[src/foc_ctrl_pkg.sv]
// cosine table is 512 entries in Q14, so the rotor angle must be 9 bits wide
`default_nettype none

package foc_ctrl_pkg;

    typedef enum logic {forward_park, inverse_park} park_dir_e;

    typedef enum logic [1:0] {pi_idle, pi_error, pi_multiply, pi_sum} pi_state_e;

    localparam int COS_ENTRIES = 512;
    localparam int COS_ONE = 16384;        // unity in Q14
    localparam int inv_sqrt3_q15 = 18919;  // 1/sqrt(3) in Q15
    localparam int sqrt3_q14 = 28378;      // sqrt(3) in Q14

    typedef logic signed [15:0] cos_table_t [COS_ENTRIES];

    function automatic cos_table_t cos_table();
        cos_table_t table_out;
        real value;
        for (int i = 0; i < COS_ENTRIES; i++) begin
            value = COS_ONE * $cos(2.0 * 3.141592653589793 * i / COS_ENTRIES);
            // round half away from zero, keeps quarter points exact
            table_out[i] = 16'($rtoi(value < 0.0 ? value - 0.5 : value + 0.5));
        end
        return table_out;
    endfunction

endpackage

`default_nettype wire

[src/foc_data_pkg.sv]
// widths are fixed at 16-bit signed values and 12-bit duties; top-level widths must match these
`default_nettype none

package foc_data_pkg;

    localparam int CURRENT_WIDTH = 16; // signed currents and voltages
    localparam int DRIVER_WIDTH = 12;  // unsigned duty counts

    // stationary frame
    typedef struct packed {
        logic signed [CURRENT_WIDTH-1:0] alpha;
        logic signed [CURRENT_WIDTH-1:0] beta;
    } ab_pair;

    // rotor frame
    typedef struct packed {
        logic signed [CURRENT_WIDTH-1:0] d;
        logic signed [CURRENT_WIDTH-1:0] q;
    } dq_pair;

    typedef struct packed {
        logic signed [CURRENT_WIDTH-1:0] u; // w is implied by u + v + w = 0
        logic signed [CURRENT_WIDTH-1:0] v;
    } uv_pair;

    typedef struct packed {
        logic [DRIVER_WIDTH-1:0] u;
        logic [DRIVER_WIDTH-1:0] v;
        logic [DRIVER_WIDTH-1:0] w;
    } uvw_duty;

endpackage

`default_nettype wire
[src/space_vector_modulator.sv]
// two-stage pass with no back-pressure; duties are clamped to OUT_MIN..OUT_MAX
`timescale 1ns/10ps
`default_nettype none

module space_vector_modulator #(
    parameter int PWM_PERIOD = 3000,
    parameter int OUT_MIN = 20,
    parameter int OUT_MAX = 2980
) (
    input  wire                   clk,
    input  wire                   reset,
    input  wire foc_data_pkg::ab_pair in_data,
    input  wire                   in_valid,
    output logic                  in_ready,
    output foc_data_pkg::uvw_duty out_data,
    output logic                  out_valid
);

    localparam int HALF_PERIOD = PWM_PERIOD / 2;

    logic signed [31:0] beta_scaled;
    logic signed [17:0] beta_term; // sqrt3 * beta
    logic s1_valid;
    logic signed [17:0] s1_ph [3]; // u, v, w
    logic signed [17:0] ph_max, ph_min;
    logic signed [19:0] offset;
    logic signed [19:0] duty [3];

    assign in_ready = 1'b1;
    assign beta_scaled = in_data.beta * 16'(foc_ctrl_pkg::sqrt3_q14);
    assign beta_term = 18'(beta_scaled >>> 14);

    always_comb begin
        ph_max = s1_ph[0];
        ph_min = s1_ph[0];
        for (int i = 1; i < 3; i++) begin
            if (s1_ph[i] > ph_max) ph_max = s1_ph[i];
            if (s1_ph[i] < ph_min) ph_min = s1_ph[i];
        end
        offset = (20'(ph_max) + 20'(ph_min)) >>> 1; // min-max common mode
        for (int i = 0; i < 3; i++) begin
            duty[i] = 20'(s1_ph[i]) - offset + 20'(HALF_PERIOD);
            if (duty[i] < 20'(OUT_MIN)) duty[i] = 20'(OUT_MIN);
            else if (duty[i] > 20'(OUT_MAX)) duty[i] = 20'(OUT_MAX);
        end
    end

    always_ff @(posedge clk, posedge reset) begin
        if (reset) begin
            s1_valid <= 1'b0;
            out_valid <= 1'b0;
            out_data.u <= 12'(HALF_PERIOD); // idle at 50 percent
            out_data.v <= 12'(HALF_PERIOD);
            out_data.w <= 12'(HALF_PERIOD);
        end else begin
            s1_valid <= in_valid;
            out_valid <= s1_valid;
            if (s1_valid) begin
                out_data.u <= 12'(duty[0]);
                out_data.v <= 12'(duty[1]);
                out_data.w <= 12'(duty[2]);
            end
        end
    end

    // inverse Clarke
    always_ff @(posedge clk) begin
        if (in_valid) begin
            s1_ph[0] <= 18'(in_data.alpha);
            s1_ph[1] <= (beta_term - 18'(in_data.alpha)) >>> 1;
            s1_ph[2] <= (-18'(in_data.alpha) - beta_term) >>> 1;
        end
    end

endmodule

`default_nettype wire

[config.mk]
export PLATFORM = sky130hd
export DESIGN_NAME = space_vector_modulator
export DESIGN_NICKNAME = d
export VERILOG_FILES = /design/src/foc_ctrl_pkg.sv /design/src/foc_data_pkg.sv /design/src/space_vector_modulator.sv
export SDC_FILE = /design/constraint.sdc
export NUM_CORES = 1
export LEC_CHECK = 0
export ABC_AREA = 1
export BUFFER_PORTS_ARGS = -buffer_cell sky130_fd_sc_hd__buf_2
export CAP_MARGIN = 20
export CORE_UTILIZATION = 40
export CTS_CLUSTER_SIZE = 14
export DETAILED_ROUTE_END_ITERATION = 16
export PLACE_DENSITY = 0.54
export REMOVE_ABC_BUFFERS = 1
export SLEW_MARGIN = 20
export SYNTH_ARGS = -nofsm -noshare
export SYNTH_HDL_FRONTEND = slang
export SYNTH_SLANG_ARGS = --single-unit
export TNS_END_PERCENT = 50
[constraint.sdc]
create_clock -name clk -period 10.65 [get_ports clk]
set_input_delay 2.13 -clock clk [delete_from_list [all_inputs] [get_ports clk]]
set_output_delay 2.13 -clock clk [all_outputs]
set_load 0.05 [all_outputs]
==> flow_summary_export.csv <==
group,metric,value,unit
critical_path,worstPathRequired,10.95,ns
grt,grt.overflow.total,0,
worst_hold_path,min_path_cells,2,
clock_tree,tritoncts,"yes",
final_layout,area_of_the_multi_input_gates,0.0124,mm²
routing,avgViaCountPerCell,5.08,
synthesis,most_used_flip_flop_cell_after_synthesis,"sky130_fd_sc_hd__edfxtp_1",
critical_path,critical_path.most_common_cell,"sky130_fd_sc_hd__nand2_1",
critical_path,worst_reg_to_reg_setup_slack,1.23,ns
worst_hold_path,min_from,"out_data[31]",
grt,grt_first_pass_wirelength,71600,µm
final_layout,fin_nets,2672,
routing,detailedRoute.firstIterationViolations,770,
clock_tree,post_cts_resized,0,
clock_tree,clkSinkCount,88,
synthesis,async_sr_flop_fraction,0.432,
placement,post-dp-hpwl,39200,µm
critical_path,r2r_start,"s1_ph[0][17]",
routing,wirelength,44700,µm
critical_path,rr_endpoint,"out_data[2]",
critical_path,worst_setup_path_end_kind,"flip-flop",
sta,setup_violations_final,0,
die,initial_core_util,0.405,
sta,period_minus_slack,9.42,ns
placement,numPortBuffers,71,
final_layout,n_fill_cell,4211,
synthesis,yosys-top-cells-area,"sky130_fd_sc_hd__ha_1, sky130_fd_sc_hd__fa_1, sky130_fd_sc_hd__nand2_1, sky130_fd_sc_hd__inv_1, sky130_fd_sc_hd__edfxtp_1",
critical_path,worst_reg2reg_path_depth,54,
final_layout,flow.area_growth_from_synthesis,8.04,%
clock_tree,post_cts.repair.setup_buffers,0,
sta,worst_slew_margin_rel,0.322,
clock_tree,clock_tree.htree_level_count,3,
synthesis,synth_edf_count,50,
critical_path,worst_ep_arrival_time,9.72,ns
die,core_area,0.0408,mm²
sta,worst_pin_slew,1.02,ns
routing,number_of_remaining_drc_errors,0,
sta,report.final.slew_viol_count,0,
routing,detail_route.first_pass.iterations,5,
die,std_cell_rows,74,
run_status,outcome,"finished, final reports clean",
sta,setup_total_neg_slack,0,ns
synthesis,synth.largest_area_cell,"sky130_fd_sc_hd__ha_1",
critical_path,critical_path_class,"reg2reg",
clock_tree,clk_transition_reported_paths,0.08,ns
sta,timing.final.hold_violations,0,
synthesis,synthCells,2124,
die,floorplan.die_area,0.0422,mm²
placement,placer_s_final_routability_congestion_estimate,0.953,
routing,route.antenna.remaining_nets,0,
synthesis,netlist_area,0.0165,mm²
final_layout,finish.instance_area,0.0179,mm²
synthesis,yosysWarningCount,0,
worst_hold_path,hold_class,"reg2reg",
grt,grt_start_max_net_pins,52,
synthesis,synth_largest_type_area_fraction,0.237,
critical_path,slowest_stage,"sky130_fd_sc_hd__o21ai_2",
final_layout,regArea,0.00248,mm²
sta,clock_skew,0.0195,ns
sta,fmaxAchievable,106,MHz
synthesis,synth-seq-cells,88,
sta,unrepaired_setup_endpoints_after_global_routing,"no",
die,floorplan.die.height,205,µm
clock_tree,cts-root-buf,"sky130_fd_sc_hd__clkbuf_16",
synthesis,synth.distinct_cells,54,
synthesis,synth_sequential_area_ratio,0.150,
clock_tree,cts-root-to-sink-buffers,2,
worst_hold_path,hold_end,"out_data[31]",
grt,global_route.usage.total,0.218,
grt,number_of_global_route_vias_before_repair,13900,
critical_path,critPathMaxFanout,32,
sta,post_route_clock_period_utilization,0.884,
critical_path,critPathLaunchType,"flip-flop",
die,chipWidth,205,µm
routing,detailroute.via_count,13900,
clock_tree,clkLatencyLatePin,0.38,ns
placement,detailed_place.area,0.0176,mm²
clock_tree,cts_inserted_buffers,9,
sta,holdWs,0.465,ns
grt,grt_antenna_before_repair,0,
critical_path,timing.critical_path.slowest_cell_delay,0.79,ns
run,max_cap_violations,0,
routing,post_drt_wl_per_cell,16.3,µm
synthesis,postSynthAreaPerCell,7.79,µm²
final_layout,drive_gt1_frac,0.0803,
clock_tree,cts_hold_repair.buffers,0,
die,io_pins,73,
final_layout,n_antenna_cell,0,
-- layout by cell type, fill, tap and decap left out, drive strengths merged, types with 76 or more instances in the layout --
master,count
xor2,76
nand3,85
fa,126
inv,416
o21ai,134
nand2,448
buf,84
ha,313
a21oi,151
nor2,102
-- worst max path at each step --
stage / startpoint / to / slack, ns / depth (start not counted)
2_1_floorplan: in_data[5] / s1_ph[0][52] / 1.81 / 30
5_1_grt: s1_ph[0][17] / out_data[2] / 0.33 / 54
6_report: s1_ph[0][17] / out_data[2] / 1.23 / 54
3_5_place_dp: in_data[3] / s1_ph[0][52] / 0.83 / 37
4_1_cts: in_data[3] / s1_ph[0][52] / 1.21 / 37
3_3_place_gp: in_data[3] / s1_ph[0][52] / 0.90 / 37
-- cells by family (layout without fill, tap and decap cells) --
family,count (synthesis),after routing,share of synthesized area
XOR/XNOR,109,109,0.0577
multiplexers,1,1,0.000681
AO/OA/AOI/OAI,356,356,0.123
buffers and inverters,433,512,0.0995
flip-flops,88,88,0.150
other,1,1,0.000227
AND/OR/NAND/NOR,697,697,0.179
adder cells (fa/ha/maj),439,439,0.389
-- metal layers --
metal  global-route usage  wire [µm]
met1                0.274      20200
met2                0.395      22200
met3               0.0184       1210
met4               0.0651       1090
met5                    0          0
-- Yosys cell counts, drive strengths merged, types with 7 or more instances --
master / instances
nand2: 448
a21oi: 151
nor4: 12
o211ai: 8
nand3: 85
inv: 412
clkbuf: 16
o21ai: 134
nand4: 18
o21a: 7
a31oi: 8
xnor2: 33
fa: 126
o221ai: 8
ha: 313
or2: 8
nor2: 102
o21bai: 14
dfstp: 21
nor3: 17
xor2: 76
edfxtp: 50
dfrtp: 17
-- registers in the layout, summed over array words and instances (netlist names) --
signal and flops:
s1_ph 50, out_valid 1, out_data 36, s1_valid 1
-- stage by stage --
stage / util / setup slack, ns / std cells
6_report: 0.438 / 1.23 / 2735
5_1_grt: 0.438 / 0.334 / 2735
4_1_cts: 0.438 / 1.21 / 2735
3_5_place_dp: 0.430 / 0.833 / 2719
3_3_place_gp: 0.430 / 0.897 / 2719
2_1_floorplan: - / 1.81 / 2103
-- area by class of cell --
| class | instances | share of cell area |
|---|---|---|
| Clock inverter | 7 | 0.00476 |
| Multi-Input combinational cell | 1603 | 0.695 |
| Clock buffer | 9 | 0.0126 |
| Sequential cell | 88 | 0.139 |
| Timing Repair Buffer | 84 | 0.0254 |
| Tap cell | 532 | 0.0373 |
| Inverter | 412 | 0.0866 |
-- critical path: cells and delay by family (launching register included) --
family	cells	cell delay (ns)
AOI/OAI and AO/OA	10	2.37
xor gates and xnor gates	1	0.18
adders and majority gates	5	1.78
buffers and inverters	10	1.32
DFF	1	0.42
and+or+nand+nor	28	3.24
Power is left out: the tool's default activity adds up to more than one toggle a clock period on the data nets, which glitch-free logic cannot reach.
