File: config.mk
export PLATFORM = sky130hd
export DESIGN_NAME = pi_controller
export DESIGN_NICKNAME = d
export VERILOG_FILES = /design/src/foc_ctrl_pkg.sv /design/src/foc_data_pkg.sv /design/src/pi_controller.sv
export SDC_FILE = /design/constraint.sdc
export NUM_CORES = 2
export LEC_CHECK = 0
export BUFFER_PORTS_ARGS = -buffer_cell sky130_fd_sc_hd__buf_4
export CORE_MARGIN = 1.5
export CORE_UTILIZATION = 40
export CTS_CLUSTER_SIZE = 40
export DETAILED_ROUTE_END_ITERATION = 7
export GPL_ROUTABILITY_DRIVEN = 0
export PLACE_DENSITY = 0.65
export SYNTH_ARGS = -nofsm -noshare
export SYNTH_HDL_FRONTEND = slang
export SYNTH_SLANG_ARGS = --single-unit
File: constraint.sdc
create_clock -name clk -period 10.7 [get_ports clk]
set_input_delay 1.605 -clock clk [delete_from_list [all_inputs] [get_ports clk]]
set_output_delay 1.605 -clock clk [all_outputs]
set_load 0.01 [all_outputs]
File: src/foc_ctrl_pkg.sv
// cosine table is 512 entries in Q14, so the rotor angle must be 9 bits wide
`default_nettype none

package foc_ctrl_pkg;

    typedef enum logic {forward_park, inverse_park} park_dir_e;

    typedef enum logic [1:0] {pi_idle, pi_error, pi_multiply, pi_sum} pi_state_e;

    localparam int COS_ENTRIES = 512;
    localparam int COS_ONE = 16384;        // unity in Q14
    localparam int inv_sqrt3_q15 = 18919;  // 1/sqrt(3) in Q15
    localparam int sqrt3_q14 = 28378;      // sqrt(3) in Q14

    typedef logic signed [15:0] cos_table_t [COS_ENTRIES];

    function automatic cos_table_t cos_table();
        cos_table_t table_out;
        real value;
        for (int i = 0; i < COS_ENTRIES; i++) begin
            value = COS_ONE * $cos(2.0 * 3.141592653589793 * i / COS_ENTRIES);
            // round half away from zero, keeps quarter points exact
            table_out[i] = 16'($rtoi(value < 0.0 ? value - 0.5 : value + 0.5));
        end
        return table_out;
    endfunction

endpackage

`default_nettype wire

File: src/foc_data_pkg.sv
// widths are fixed at 16-bit signed values and 12-bit duties; top-level widths must match these
`default_nettype none

package foc_data_pkg;

    localparam int CURRENT_WIDTH = 16; // signed currents and voltages
    localparam int DRIVER_WIDTH = 12;  // unsigned duty counts

    // stationary frame
    typedef struct packed {
        logic signed [CURRENT_WIDTH-1:0] alpha;
        logic signed [CURRENT_WIDTH-1:0] beta;
    } ab_pair;

    // rotor frame
    typedef struct packed {
        logic signed [CURRENT_WIDTH-1:0] d;
        logic signed [CURRENT_WIDTH-1:0] q;
    } dq_pair;

    typedef struct packed {
        logic signed [CURRENT_WIDTH-1:0] u; // w is implied by u + v + w = 0
        logic signed [CURRENT_WIDTH-1:0] v;
    } uv_pair;

    typedef struct packed {
        logic [DRIVER_WIDTH-1:0] u;
        logic [DRIVER_WIDTH-1:0] v;
        logic [DRIVER_WIDTH-1:0] w;
    } uvw_duty;

endpackage

`default_nettype wire
File: src/pi_controller.sv
// triggers arriving while a step is in progress are ignored; gains are signed Q(GAIN_SCALE)
`timescale 1ns/10ps
`default_nettype none

module pi_controller #(
    parameter int GAIN_SCALE = 14,
    parameter int DATA_LIMIT = 2960
) (
    input  wire                   clk,
    input  wire                   reset,
    input  wire                   fault,
    input  wire                   brake,
    input  wire                   trigger,
    input  wire signed [15:0]     kp,
    input  wire signed [15:0]     ki,
    input  wire foc_data_pkg::dq_pair ref_data,
    input  wire                   ref_valid,
    input  wire foc_data_pkg::dq_pair meas_data,
    input  wire                   meas_valid,
    output foc_data_pkg::dq_pair  out_data,
    output logic                  out_valid
);

    localparam logic signed [39:0] INTEG_LIMIT = 40'(DATA_LIMIT) <<< GAIN_SCALE;

    foc_ctrl_pkg::pi_state_e state;
    logic signed [15:0] ref_v [2]; // index 0 is d, 1 is q
    logic signed [15:0] meas_v [2];
    logic signed [16:0] err [2];
    logic signed [32:0] prop [2];
    logic signed [32:0] step [2];
    logic signed [39:0] integ [2];
    logic signed [39:0] integ_next [2];
    logic signed [40:0] scaled [2];

    function automatic logic signed [15:0] saturate(input logic signed [40:0] value);
        if (value > 41'(DATA_LIMIT)) return 16'(DATA_LIMIT);
        if (value < -41'(DATA_LIMIT)) return -16'(DATA_LIMIT);
        return 16'(value);
    endfunction

    always_comb begin
        for (int i = 0; i < 2; i++) begin
            integ_next[i] = integ[i] + 40'(step[i]);
            if (integ_next[i] > INTEG_LIMIT) integ_next[i] = INTEG_LIMIT; // anti-windup
            else if (integ_next[i] < -INTEG_LIMIT) integ_next[i] = -INTEG_LIMIT;
            scaled[i] = (41'(prop[i]) + 41'(integ_next[i])) >>> GAIN_SCALE;
        end
    end

    assign out_valid = (state == foc_ctrl_pkg::pi_sum);

    always_ff @(posedge clk, posedge reset) begin
        if (reset) begin
            state <= foc_ctrl_pkg::pi_idle;
            ref_v <= '{default: '0};
            meas_v <= '{default: '0};
            integ <= '{default: '0};
            out_data <= '0;
        end else begin
            if (ref_valid) ref_v <= '{ref_data.d, ref_data.q};
            if (meas_valid) meas_v <= '{meas_data.d, meas_data.q};
            if (fault) begin
                state <= foc_ctrl_pkg::pi_idle;
                integ <= '{default: '0};
            end else begin
                case (state)
                    foc_ctrl_pkg::pi_idle: if (trigger) state <= foc_ctrl_pkg::pi_error;
                    foc_ctrl_pkg::pi_error: state <= foc_ctrl_pkg::pi_multiply;
                    foc_ctrl_pkg::pi_multiply: begin
                        state <= foc_ctrl_pkg::pi_sum;
                        for (int i = 0; i < 2; i++) integ[i] <= brake ? '0 : integ_next[i];
                        out_data.d <= brake ? '0 : saturate(scaled[0]);
                        out_data.q <= brake ? '0 : saturate(scaled[1]);
                    end
                    default: state <= foc_ctrl_pkg::pi_idle; // result shown for one cycle
                endcase
            end
        end
    end

    always_ff @(posedge clk) begin
        for (int i = 0; i < 2; i++) begin
            if (state == foc_ctrl_pkg::pi_idle && trigger) err[i] <= ref_v[i] - meas_v[i];
            if (state == foc_ctrl_pkg::pi_error) begin
                prop[i] <= kp * err[i];
                step[i] <= ki * err[i];
            end
        end
    end

endmodule

`default_nettype wire

==> results.toml <==
[global_routing]
grt_usage_pct = 21.2
grt-ovfl-total = 0
grt_first_pass_wirelength_um = 285000
grt_max_degree = 81
antenna_found_initial = 11
grt_pass1_vias = 52661

[yosys]
ys_seq_area_share_pct = 14.4
ys.flop_type = "dfrtp_1"
yosys_warnings = 0
synth_nets = 8948
async_flop_share_pct = 51.7
syn_inst = 7225
synth_edf_count = 166
syn_area_mm2 = 0.0655
ys_ff_latch = 344
syn_avg_cell_area_um2 = 9.06
ys_types = 111

[finish]
fill_cells = 15957
layout-drive-gt1-share_pct = 5.17
synthToLayoutAreaGrowth_pct = 6.87
nNetsFinal = 8860
ff_latch_area_mm2 = 0.00944
multi_input_area_mm2 = 0.0498
final_core_util_pct = 43.0

[sta]
period_minus_slack_ns = 9.19
timing.hold.ws_ns = 0.482
finClkSkew_ns = 0.0462
min_period_over_period_pct = 85.9
maxSlewHeadroom_pct = 20.6
final_max_slew_viol_count = 0
finalSetupTns_ns = 0
finalSetupViolCount = 0
max_clock_freq_mhz = 109
grt_setup_unrepaired = "no"
setup_slack_ns = 1.51
finalHoldViolCount = 0
worstMarginPinSlew_ns = 1.18

[clock_tree]
clock_latency_ns = 0.68
cts_sinks = 344
post_cts_buffers = 0
h-tree-depth = 2
ctsHoldBuffers = 0
path_clk_slew_ns = 0.07
clockBufferDepth = 3
cts_tree = "yes"
cts_resized = 0
clock-root-buffer = "clkbuf_16"
cts-buffers-inserted = 47

[critical_path]
path_buf_inv = 2
reg2reg_depth = 26
endpoint = "out_data[6]"
cpMaxStageDelayCell = "mux2i_1"
required_ns = 11.25
crit_path_start_kind = "flip-flop"
worstPathMaxFanout = 15
r2r_start = "step[0][34]"
cp_top_family = "compound AO/OA/AOI/OAI gates"
regToRegSetupSlack_ns = 1.51
path_class = "flip-flop to flip-flop"
reg2reg_to = "out_data[6]"
slowest_delay_ns = 0.89
crit_cells = 26
crit_top_cell = "a21oi_1"
startpoint = "step[0][34]"
worst_setup_path_end_kind = "flip-flop"
cp.arrival_ns = 9.74

[die]
rows = 148
ios = 136
die_height_um = 408
dieArea_mm2 = 0.166
core_area_mm2 = 0.163
die_w_um = 408
start_util_pct = 40.3

[drt]
totalWireLength_um = 173000
drt.antenna.violating_nets = 0
drt-initial-drc-count = 3657
wire_per_inst_um = 18.5
drc_errors = 0
viasPerCell = 5.38
drtPass1Iterations = 5
via_count = 50360

[place]
hpwl_um = 137000
place_ws_ns = 1.57
port_buffers = 135

[run]
cap_violations = 0

[run_status]
status = "complete, no violations"

[min_path]
hold_path.class = "flip-flop to flip-flop"
worst min path at each step:
stage	from	endpoint	slack [ns]	depth (start not counted)
3_3_place_gp	integ[67]	integ[67]	0.47	2
6_report	integ[68]	integ[68]	0.48	2
2_1_floorplan	integ[26]	integ[26]	0.45	2
4_1_cts	integ[67]	integ[67]	0.49	2
5_1_grt	integ[28]	integ[28]	0.50	2
3_5_place_dp	integ[32]	integ[32]	0.47	2
placed cells by master (no fill, tap or decap), types with 166 or more instances in the layout:
cell type,n
inv_1,1336
nor2_1,226
and2_1,464
dfrtp_1,178
edfxtp_1,166
nand2_1,931
xnor2_1,195
o21ai_0,199
fa_1,1108
buf_4,189
a21oi_1,281
ha_1,511
worst register-to-register path, cell delays in order, from the launching register on:
cell and delay (ns):
edfxtp_1 0.46, ha_1 0.34, a211oi_2 0.29, nor4_1 0.14, nor4_1 0.61, o21ai_2 0.23, o211ai_1 0.45, a21oi_1 0.14
o41ai_1 0.87, or2_2 0.26, clkinv_1 0.47, mux2i_1 0.90, buf_4 0.28, nor2_1 0.06, ha_1 0.32, o21ai_0 0.09
a21oi_1 0.20, nand3_1 0.10, a21oi_1 0.24, a211oi_1 0.12, o31ai_2 0.64, o311ai_0 0.41, or3_1 0.42, a311oi_1 0.27
a41o_2 0.29, nand3_1 0.13, a32o_1 0.32
stage by stage:
stage,instances,instance area (µm²)
6_report,9356,70000
5_1_grt,9354,70000
4_1_cts,9351,70000
3_5_place_dp,9263,68400
3_3_place_gp,9263,68400
2_1_floorplan,7225,65500
cells by family (layout without fill, tap and decap cells):
group / Yosys count / in the layout / share of synthesized area (%)
other: 0 / 5 / 0
and+or+nand+nor: 2127 / 2127 / 15.9
xor gates and xnor gates: 275 / 275 / 3.70
AOI/OAI and AO/OA: 1129 / 1129 / 11.7
buffers and inverters: 1666 / 1617 / 9.57
adders and majority gates: 1638 / 1638 / 43.9
muxes: 46 / 46 / 0.797
DFF: 344 / 344 / 14.4
cell usage after synthesis, types with 10 or more instances:
library cell,number,share of area [%]
inv_1,1337,7.7
fa_1,1108,34
nand2_1,931,5.3
ha_1,512,9.8
and2_1,465,4.4
clkbuf_1,305,1.7
a21oi_1,281,2.1
nor2_1,228,1.3
o21ai_0,199,1.5
xnor2_1,195,2.6
dfrtp_1,178,6.8
edfxtp_1,166,7.6
a21o_1,141,1.6
nand2b_1,101,0.96
nand3_1,79,0.60
xor2_1,78,1.0
nor3_1,72,0.55
o21bai_1,70,0.80
a31oi_1,47,0.45
and3_1,47,0.45
a22o_1,45,0.60
nand4_1,37,0.35
nor2b_1,37,0.35
o21a_1,36,0.41
mux2_2,35,0.60
o211ai_1,31,0.36
a211oi_1,30,0.34
o31ai_1,28,0.32
or3_1,27,0.26
maj3_1,18,0.28
a211o_1,17,0.23
nor4_1,16,0.15
or2_2,14,0.13
o22ai_1,13,0.12
and4_1,12,0.16
a21boi_0,11,0.13
o211a_1,11,0.17
o41ai_1,11,0.15
a2111oi_0,10,0.13
buf_1,10,0.057
nand3b_1,10,0.11
sequential cells by signal, summed over array words and instances, names as in the netlist:
name	flops
out_data	32
prop	66
state	2
err	34
step	66
ref_v	32
integ	80
meas_v	32
layout make-up:
| class | instances | area share (%) |
|---|---|---|
| diodes | 5 | 0.0179 |
| clock buffers | 61 | 1.86 |
| clock inverters | 27 | 0.329 |
| inverters | 1339 | 7.19 |
| multi-input cells | 5215 | 71.2 |
| flip-flops and latches | 344 | 13.5 |
| well taps | 2175 | 3.89 |
| repair buffers | 190 | 2.06 |
per-layer routing:
layer  track usage [%]  wire (µm)  up-vias
met5                 0         94        -
met4              5.84       4140       16
met3              3.90      13600      242
met2              33.7      78900     1687
met1              29.5      76300    25564
li1                  -          -    22851
Power is not shown: default switching activity piles up to over one toggle a cycle in this logic, so the estimate is an artifact.
