[config.mk]
export PLATFORM = sky130hd
export DESIGN_NAME = clarke_transform
export DESIGN_NICKNAME = d
export VERILOG_FILES = /design/src/foc_ctrl_pkg.sv /design/src/foc_data_pkg.sv /design/src/clarke_transform.sv
export SDC_FILE = /design/constraint.sdc
export NUM_CORES = 1
export LEC_CHECK = 0
export ABC_AREA = 0
export ABC_CLOCK_PERIOD_IN_PS = 3000
export BUFFER_PORTS_ARGS = -buffer_cell sky130_fd_sc_hd__clkbuf_2
export CORE_ASPECT_RATIO = 0.9
export CORE_UTILIZATION = 40
export CTS_CLUSTER_DIAMETER = 30
export CTS_CLUSTER_SIZE = 24
export DETAILED_ROUTE_END_ITERATION = 8
export GPL_TIMING_DRIVEN = 0
export SKIP_CTS_REPAIR_TIMING = 1
export SLEW_MARGIN = 20
export SYNTH_ARGS = -nofsm -noshare
export SYNTH_HDL_FRONTEND = slang
export SYNTH_SLANG_ARGS = --single-unit
[constraint.sdc]
create_clock -name clk -period 3 [get_ports clk]
set_input_delay 0.45 -clock clk [delete_from_list [all_inputs] [get_ports clk]]
set_output_delay 0.45 -clock clk [all_outputs]
set_load 0.05 [all_outputs]
[src/foc_ctrl_pkg.sv]
// cosine table is 512 entries in Q14, so the rotor angle must be 9 bits wide
`default_nettype none

package foc_ctrl_pkg;

    typedef enum logic {forward_park, inverse_park} park_dir_e;

    typedef enum logic [1:0] {pi_idle, pi_error, pi_multiply, pi_sum} pi_state_e;

    localparam int COS_ENTRIES = 512;
    localparam int COS_ONE = 16384;        // unity in Q14
    localparam int inv_sqrt3_q15 = 18919;  // 1/sqrt(3) in Q15
    localparam int sqrt3_q14 = 28378;      // sqrt(3) in Q14

    typedef logic signed [15:0] cos_table_t [COS_ENTRIES];

    function automatic cos_table_t cos_table();
        cos_table_t table_out;
        real value;
        for (int i = 0; i < COS_ENTRIES; i++) begin
            value = COS_ONE * $cos(2.0 * 3.141592653589793 * i / COS_ENTRIES);
            // round half away from zero, keeps quarter points exact
            table_out[i] = 16'($rtoi(value < 0.0 ? value - 0.5 : value + 0.5));
        end
        return table_out;
    endfunction

endpackage

`default_nettype wire

[src/foc_data_pkg.sv]
// widths are fixed at 16-bit signed values and 12-bit duties; top-level widths must match these
`default_nettype none

package foc_data_pkg;

    localparam int CURRENT_WIDTH = 16; // signed currents and voltages
    localparam int DRIVER_WIDTH = 12;  // unsigned duty counts

    // stationary frame
    typedef struct packed {
        logic signed [CURRENT_WIDTH-1:0] alpha;
        logic signed [CURRENT_WIDTH-1:0] beta;
    } ab_pair;

    // rotor frame
    typedef struct packed {
        logic signed [CURRENT_WIDTH-1:0] d;
        logic signed [CURRENT_WIDTH-1:0] q;
    } dq_pair;

    typedef struct packed {
        logic signed [CURRENT_WIDTH-1:0] u; // w is implied by u + v + w = 0
        logic signed [CURRENT_WIDTH-1:0] v;
    } uv_pair;

    typedef struct packed {
        logic [DRIVER_WIDTH-1:0] u;
        logic [DRIVER_WIDTH-1:0] v;
        logic [DRIVER_WIDTH-1:0] w;
    } uvw_duty;

endpackage

`default_nettype wire
[src/clarke_transform.sv]
// one register stage; w is not sampled, balanced phase currents are assumed
`timescale 1ns/10ps
`default_nettype none

module clarke_transform (
    input  wire                  clk,
    input  wire                  reset,
    input  wire foc_data_pkg::uv_pair in_data,
    input  wire                  in_valid,
    output logic                 in_ready,
    output foc_data_pkg::ab_pair out_data,
    output logic                 out_valid,
    input  wire                  out_ready
);

    logic signed [17:0] u_plus_2v;
    logic signed [34:0] beta_scaled;

    assign in_ready = ~out_valid | out_ready; // stall only while the result is held
    assign u_plus_2v = 18'(in_data.u) + (18'(in_data.v) <<< 1);
    assign beta_scaled = u_plus_2v * 17'(foc_ctrl_pkg::inv_sqrt3_q15);

    always_ff @(posedge clk, posedge reset) begin
        if (reset) begin
            out_valid <= 1'b0;
        end else if (in_ready) begin
            out_valid <= in_valid;
        end
    end

    always_ff @(posedge clk) begin
        if (in_valid & in_ready) begin
            out_data.alpha <= in_data.u;
            out_data.beta <= 16'(beta_scaled >>> 15); // back from Q15
        end
    end

endmodule

`default_nettype wire

==> results of run 1 <==
## placed cells by master, fill, tap and decap left out, types with 4 or more instances in the layout
| master | netlist | final |
|---|---|---|
| clkbuf_16 | 0 | 5 |
| xnor2_1 | 34 | 24 |
| fa_1 | 102 | 101 |
| edfxtp_1 | 32 | 32 |
| nand2b_1 | 7 | 7 |
| a2111oi_4 | 2 | 5 |
| clkbuf_2 | 0 | 67 |
| a21oi_2 | 0 | 12 |
| buf_4 | 2 | 41 |
| nand2_1 | 15 | 13 |
| and3_1 | 4 | 4 |
| a21oi_1 | 31 | 17 |
| ha_2 | 0 | 5 |
| a21o_1 | 7 | 7 |
| buf_6 | 1 | 4 |
| and2_1 | 6 | 5 |
| ha_1 | 131 | 108 |
| inv_2 | 0 | 8 |
| xnor2_4 | 0 | 6 |
| inv_1 | 185 | 177 |
| o21ai_2 | 1 | 7 |
| o21a_1 | 8 | 7 |
| ha_4 | 0 | 18 |
| xnor2_2 | 0 | 4 |
| nand3_1 | 5 | 4 |
| o21ai_1 | 3 | 4 |
| nor2_1 | 24 | 20 |
| xor2_1 | 18 | 15 |
## worst max path at each step
stage                      from                      to  slack (ns)  depth (start not counted)
global placement     in_data[0]  out_data[15]$_DFFE_PP_       -4.82                         31
finish               in_data[0]  out_data[14]$_DFFE_PP_       -3.79                         31
detailed placement  in_data[20]  out_data[15]$_DFFE_PP_       -4.87                         27
global route         in_data[1]  out_data[14]$_DFFE_PP_       -4.08                         27
floorplan            in_data[0]  out_data[14]$_DFFE_PP_       -3.81                         29
CTS                  in_data[0]  out_data[15]$_DFFE_PP_       -4.60                         31
## kinds of logic (layout without fill, tap and decap cells)
kind of cell	Yosys count	after routing
xor gates and xnor gates	52	52
buffers and inverters	193	313
muxes	3	3
DFF	33	33
adders and majority gates	233	233
AOI/OAI and AO/OA	98	98
and+or+nand+nor	84	84
## through the flow
stage          area, µm²  TNS (ns)  hold WS, ns
2_1_floorplan       7250    -54.70        0.179
3_3_place_gp        7890    -68.77        0.268
3_5_place_dp        7920    -69.82        0.268
4_1_cts             8060    -65.22      -0.0504
5_1_grt             8970    -59.53        0.335
6_report            8970    -55.33        0.340
## sequential cells by signal, summed over array words and instances, names as in the netlist
register / flops
out_data: 32
out_valid: 1
## worst max-delay path: cells and delay by family
kind	cells	cell delay [ns]
xor gates and xnor gates	3	0.52
and+or+nand+nor	3	0.45
AOI/OAI and AO/OA	10	1.73
adders and majority gates	8	3.26
buffers and inverters	7	0.43
## layout make-up
cell class,instances,area [µm²]
Tap cell,235,294
Clock inverter,3,17.5
Inverter,185,694
Timing Repair Buffer,112,714
Fill cell,1525,8090
Multi-Input combinational cell,470,6080
Sequential cell,33,986
Buffer,8,60.1
Clock buffer,5,125
## routing by layer
metal	share of wire (%)	GRT usage, %	wire [µm]	vias up
li1	-	-	-	2488
met1	48	24.4	7460	2438
met2	48	27.4	7360	69
met3	3.1	2.32	488	11
met4	1.2	3.92	184	0
met5	0	0	0	-
==> run metrics, run 1 <==
outcome complete, but fails checks; failing checks setup timing; CP most frequent cell fa_1; Hold Crit Depth 1; row cnt 45; ys flop type edfxtp_1; Core Area 17100 µm²; Initial Util between 40% and 50%; Critical Path Start Type primary input; worst skew pair latency 0.29 ns; TritonCTS clock tree done; FF-to-FF End out_data[0]$_DFFE_PP_; pin count of the biggest net entering global routing 18; I/O pins 70; final cell count without fillers roughly 1100; Util after Layout 52.6%; Synth Area in Adders 52.2%; drt initial violations roughly 160; xor/xnor share of the synthesized area ~6.5%; FF-to-FF Start out_valid$_DFFE_PP0N_; post-synthesis async set-or-reset flop share under 10%; post-DR wirelength/cell 14.7 µm; top cells by area, synth fa_1 (29%), ha_1 (23%), edfxtp_1 (14%), inv_1 (9.8%), xnor2_1 (4.2%); clock slew at reported path FFs roughly 0.070 ns; Mean Syn Cell Area 10.1 µm²; critical path required time approximately 3.1 ns; internal reg-to-reg setup slack 1.51 ns; dpl cells 1001; 1st-pass router iterations 4; CP max stage cell fa_1; Mapped Area 7060 µm²; number of flops mapped to enable cells by yosys 32; H-tree Lvls 2; Total Wirelength between 15000 and 20000 µm; cell taking the most area after synthesis fa_1; RD Place Congestion ~0.86; RSZ-0062 raised after global routing true; post-place setup slack -4.87 ns; Die ar. between 15000 and 20000 µm²; Via Count 5006; Yosys cell types 60; Bufs on Longest Clock Path 2; nets about 1100; Tmin final approximately 6.8 ns; Syn Inst Count 696; Die W roughly 140 µm; largest family of logic cells by synthesized area adder cells; Yosys top cell area share between 20 and 30%; number of global-route vias before repair between 4000 and 5000; # setup viols final 16; TritonCTS Sinks 33; Max Cap Violations 0; mux cell area share after synthesis less than 1%; Residual DRC 0; I/O Buffers 69; initial antenna violation count 0; period utilisation layout 226%; slew margin rel. 58.2%; setup slack after layout -3.79 ns; Die Y roughly 130 µm; area fraction in compound gates after synthesis under 10%; first-pass GRT wire length about 24000 µm; sequential area share after synthesis ~14%; layout cells sized above 1 about 28%; critical path type primary input to register; final hold vios 0; HP Start in_data[17]; top-count cell post-synth inv_1; via/cell ratio around 4.8; Synth Area in Simple Gates 6.33%; Slew Viols, Final 0; FF+latch count, synth 33; gr usage total 17.1%; Setup crit end kind register; Worst path max stage delay between 0.5 and 0.6 ns; worst-margin pin slew between 0.6 and 0.7 ns; post-route ant nets 0; Synthesis Warnings 0; arrival time worst endpoint 6.84 ns; diodes inserted 0; Reg2Reg Depth 3; Synth top cells by count inv_1 (185), ha_1 (131), fa_1 (102), xnor2_1 (34), edfxtp_1 (32); Layout area overhead 27.2%; clock buffer count from CTS 5; total gr overflow 0; Crit Path Max Fanout 5; Max Freq 147 MHz; syn nets 965; Setup Skew around 0.01 ns; HPWL Detailed about 13000 µm; clock root buffer clkbuf_16; Hold Path Class primary input to register; Hold Path Sink out_data[17]$_DFFE_PP_
Power of run 1 is left out: the tool's default activity adds up to more than one toggle a clock period on the data nets, which glitch-free logic cannot reach.
==> inputs of run 2 (changes only) <==
--- a/config.mk
+++ b/config.mk
@@ -6,7 +6,7 @@
 export NUM_CORES = 1
 export LEC_CHECK = 0
 export ABC_AREA = 0
-export ABC_CLOCK_PERIOD_IN_PS = 3000
+export ABC_CLOCK_PERIOD_IN_PS = 7800
 export BUFFER_PORTS_ARGS = -buffer_cell sky130_fd_sc_hd__clkbuf_2
 export CORE_ASPECT_RATIO = 0.9
 export CORE_UTILIZATION = 40
==> constraint.sdc (replaced) <==
create_clock -name clk -period 7.8 [get_ports clk]
set_input_delay 1.17 -clock clk [delete_from_list [all_inputs] [get_ports clk]]
set_output_delay 1.17 -clock clk [all_outputs]
set_load 0.05 [all_outputs]
==> run 2 against run 1 <==
- the run now ends clean
- critical path depth shrank 5
- non-clock buffer count shrank 12
- register-to-register slack better by 4.9 ns
- core utilization shrank 1.4 points
- clock skew is 0.0052 ns lower
- hold slack better by 0.19 ns
- critical path type unchanged
==> run metrics, run 2 (synthesis results as in run 1) <==
outcome completed; I/O pins 70; critical path required time 7.85 ns; clock buffer count from CTS 5; H-tree Lvls 2; post-route ant nets 0; Total Wirelength around 15000 µm; Setup Skew about 0.005 ns; Worst path max stage delay around 0.54 ns; setup slack after layout between 0.1 and 0.15 ns; final hold vios 0; arrival time worst endpoint 7.74 ns; number of fill cells around 1600; Core Area ~17000 µm²; first-pass GRT wire length 24700 µm; HPWL Detailed 12500 µm; Multi-input gate area a little under 6000 µm²; largest reg by FF count out_data; gr usage total 17.4%; worst-margin pin slew between 0.8 and 0.9 ns; Max Freq between 100 and 150 MHz; Crit Path Max Fanout 9; TritonCTS clock tree done; most frequent cells in the layout inv_1 (182), ha_1 (113), fa_1 (101); Slew Viols, Final 0; via/cell ratio about 4.7; initial antenna violation count 0; # setup viols final 0; CP most frequent cell fa_1; Bufs on Longest Clock Path 2; Top Registers out_data x32, out_valid x1; Die ar. 18200 µm²; number of global-route vias before repair slightly below 5000; Max Cap Violations 0; TritonCTS Sinks 33; worst skew pair latency approximately 0.29 ns; post-place setup slack -1.48 ns; drt initial violations 140; Critical Path Start Type primary input; Hold Path Class register to register; Die W approximately 140 µm; register area around 1000 µm²; critical path type primary input to register; clock slew at reported path FFs 0.06 ns; diodes inserted 0; slew margin rel. between 40% and 50%; layout cells sized above 1 24.4%; Initial Util around 41%; Via Count roughly 5000; commonest non-fill, non-tap cell in the layout inv_1; CP max stage cell fa_1; pin count of the biggest net entering global routing 19; TNS Setup 0 ns; Tmin final between 7 and 8 ns; post-DR wirelength/cell ~15 µm; total gr overflow 0; RSZ-0062 raised after global routing true; nets about 1100; 1st-pass router iterations 4; Setup crit end kind register; clock root buffer clkbuf_16; Die Y about 130 µm; Residual DRC 0; I/O Buffers slightly below 70; row cnt 45; period utilisation layout 98.6%; Largest register FFs 32; Layout area overhead 23.7%; RD Place Congestion ~0.84
## run 2: changes by cell type in the layout (fill, tap and decap cells not counted), sizes merged
| cell | previous run | this run |
|---|---|---|
| inv | 185 | 184 |
| clkinv | 3 | 1 |
| buf | 48 | 36 |
| clkbuf | 76 | 77 |
| dlygate4sd3 | 1 | 0 |
| clkinvlp | 0 | 1 |
| bufinv | 0 | 2 |
## run 2: final timing paths
kind	cells after the start	start	end	slack [ns]
min in group asynchronous	2	reset	out_valid$_DFFE_PP0N_	0.68
max in group asynchronous	2	reset	out_valid$_DFFE_PP0N_	7.03
hold reg to reg	2	out_valid$_DFFE_PP0N_	out_valid$_DFFE_PP0N_	0.53
setup / recovery	26	in_data[23]	out_data[14]$_DFFE_PP_	0.11
hold / removal	2	out_valid$_DFFE_PP0N_	out_valid$_DFFE_PP0N_	0.53
setup reg to reg	3	out_valid$_DFFE_PP0N_	out_data[3]$_DFFE_PP_	6.40
## run 2: area by class of cell
type	instances	share of cell area, %
multi-input combinational	470	67.6
clock buffer	5	1.43
sequential	33	11.3
tap	235	3.37
clock inverter	3	0.745
timing repair buffer	100	6.94
inverter	185	8.00
buffer	8	0.659
## run 2: layer usage
metal	track usage [%]	wire length, µm	vias to the layer above
li1	-	-	2463
met1	25.1	7590	2373
met2	28.2	7280	57
met3	2.73	391	5
met4	2.47	38	0
met5	0	0	-
## run 2: per-stage QoR
stage	hold WS (ns)	std cells	instance area, µm²	util, %
floorplan	0.899	696	7070	-
CTS	0.539	1009	7940	46.5
global placement	0.523	1000	7710	45.2
global route	0.574	1039	8730	51.2
detailed placement	0.523	1001	7750	45.4
finish	0.535	1039	8730	51.2
## run 2: worst max-delay path, delay by kind of cell
kind,cells,cell delay (ns)
AOI/OAI and AO/OA,6,1.06
xor gates and xnor gates,1,0.12
buffers and inverters,6,0.66
adders and majority gates,8,3.31
and+or+nand+nor,5,1.38
Power of run 2 is left out for the same reason.
==> inputs of run 3 (changes only) <==
--- a/config.mk
+++ b/config.mk
@@ -10,7 +10,8 @@
 export BUFFER_PORTS_ARGS = -buffer_cell sky130_fd_sc_hd__clkbuf_2
 export CORE_ASPECT_RATIO = 0.9
 export CORE_UTILIZATION = 40
-export CTS_CLUSTER_DIAMETER = 30
+export CTS_BUF_LIST = sky130_fd_sc_hd__clkbuf_8
+export CTS_CLUSTER_DIAMETER = 60
 export CTS_CLUSTER_SIZE = 24
 export DETAILED_ROUTE_END_ITERATION = 8
 export GPL_TIMING_DRIVEN = 0
==> run 3 against run 2 <==
- critical endpoint unchanged
- core utilization decreased by 0.45 points
- largest cell class unchanged
- via count barely moved
- die area is the same
- hold slack gained 0.0047 ns
- routed wire length shrank 0.71%
- maximum frequency about the same
==> run metrics, run 3 (synthesis results as in run 1) <==
CP startpoint in_data[23]; Largest register FFs 32; I/O pins 70; Initial Util approximately two fifths; Bufs on Longest Clock Path 2; pin count of the biggest net entering global routing 19; Total Wirelength between 15000 and 20000 µm; largest reg by FF count out_data; Critical Path Start Type primary input; H-tree Lvls 2; Max Cap Violations 0; CP max stage cell fa_1; Setup Skew ~0.0048 ns; Slew Viols, Final 0; Crit Path Max Fanout 9; worst-margin pin slew 0.839 ns; Max Freq 130 MHz; Worst path max stage delay roughly 0.54 ns; arrival time worst endpoint between 7 and 8 ns; period utilisation layout slightly below 100%; CP most frequent cell fa_1; initial antenna violation count 0; clock root buffer clkbuf_8; Die Y around 130 µm; TritonCTS clock tree done; Setup crit end kind register; Post-Layout Inst Area a little under 9000 µm²; layout cells sized above 1 24.0%; nets approximately 1100; via/cell ratio roughly 4.7; I/O Buffers 69; TritonCTS Sinks 33; outcome completed; Hold Path Class register to register; # setup viols final 0; Layout area overhead 22.6%; critical path type primary input to register; critical path required time slightly below 8 ns; diodes inserted 0; clock slew at reported path FFs around 0.08 ns; Die ar. between 15000 and 20000 µm²; Placement Cell Area 7750 µm²; clock buffer count from CTS 5; Via Count 4895; slew margin rel. a little over two fifths; RD Place Congestion about 0.84; worst skew pair latency 0.30 ns; number of global-route vias before repair 4937; Residual DRC 0; FF-to-FF Start out_valid$_DFFE_PP0N_; RSZ-0062 raised after global routing true; gr usage total around 17%; HPWL Detailed roughly 12000 µm; Core Area 17100 µm²; drt initial violations 165; commonest non-fill, non-tap cell in the layout inv_1; row cnt 45; total gr overflow 0; most frequent cells in the layout inv_1 (183), ha_1 (113), fa_1 (101); Tmin final between 7 and 8 ns; Top Registers out_data x32, out_valid x1; 1st-pass router iterations 4; Die W ~140 µm; HP Start out_valid$_DFFE_PP0N_; post-route ant nets 0; post-DR wirelength/cell approximately 15 µm; final hold vios 0; first-pass GRT wire length ~25000 µm
## run 3: cell types whose count changed in the layout (fill, tap and decap cells not counted), sizes merged
cell / delta
buf: -1
## run 3: worst max-delay path: cells and delay by family
kind	cells	cell delay [ns]
buffers and inverters	6	0.67
and+or+nand+nor	5	1.38
adders and majority gates	8	3.31
AOI/OAI and AO/OA	6	1.07
xor gates and xnor gates	1	0.12
## run 3: cell type report
class	instances	area, µm²
timing repair buffer	99	598
clock inverter	3	65.1
clock buffer	5	68.8
multi-input combinational	470	5890
tap	235	294
fill	1567	8410
sequential	33	986
inverter	185	698
buffer	8	57.6
## run 3: final timing paths
kind	to	slack, ns	cells after the start
min in group asynchronous	out_valid$_DFFE_PP0N_	0.66	2
hold reg to reg	out_valid$_DFFE_PP0N_	0.54	2
setup reg to reg	out_data[3]$_DFFE_PP_	6.39	3
max in group asynchronous	out_valid$_DFFE_PP0N_	7.05	2
hold / removal	out_valid$_DFFE_PP0N_	0.54	2
setup / recovery	out_data[14]$_DFFE_PP_	0.11	26
## run 3: stage by stage
stage / TNS [ns] / setup WS, ns / util (%) / cells / hold slack (ns)
2_1_floorplan: 0 / 0.0249 / - / 696 / 0.899
3_5_place_dp: -14.65 / -1.48 / 45.4 / 1001 / 0.523
5_1_grt: -0.294 / -0.0873 / 50.7 / 1038 / 0.580
6_report: 0 / 0.114 / 50.7 / 1038 / 0.539
4_1_cts: -9.84 / -1.15 / 46.2 / 1009 / 0.544
3_3_place_gp: -14.52 / -1.48 / 45.2 / 1000 / 0.523
## run 3: routing by layer
layer,up-vias,wire [µm],global-route usage (%)
met5,-,0,0
met4,0,62,2.47
met3,7,395,2.73
met2,62,7330,28.2
met1,2368,7400,25.0
li1,2458,-,-
Power of run 3 is left out for the same reason.
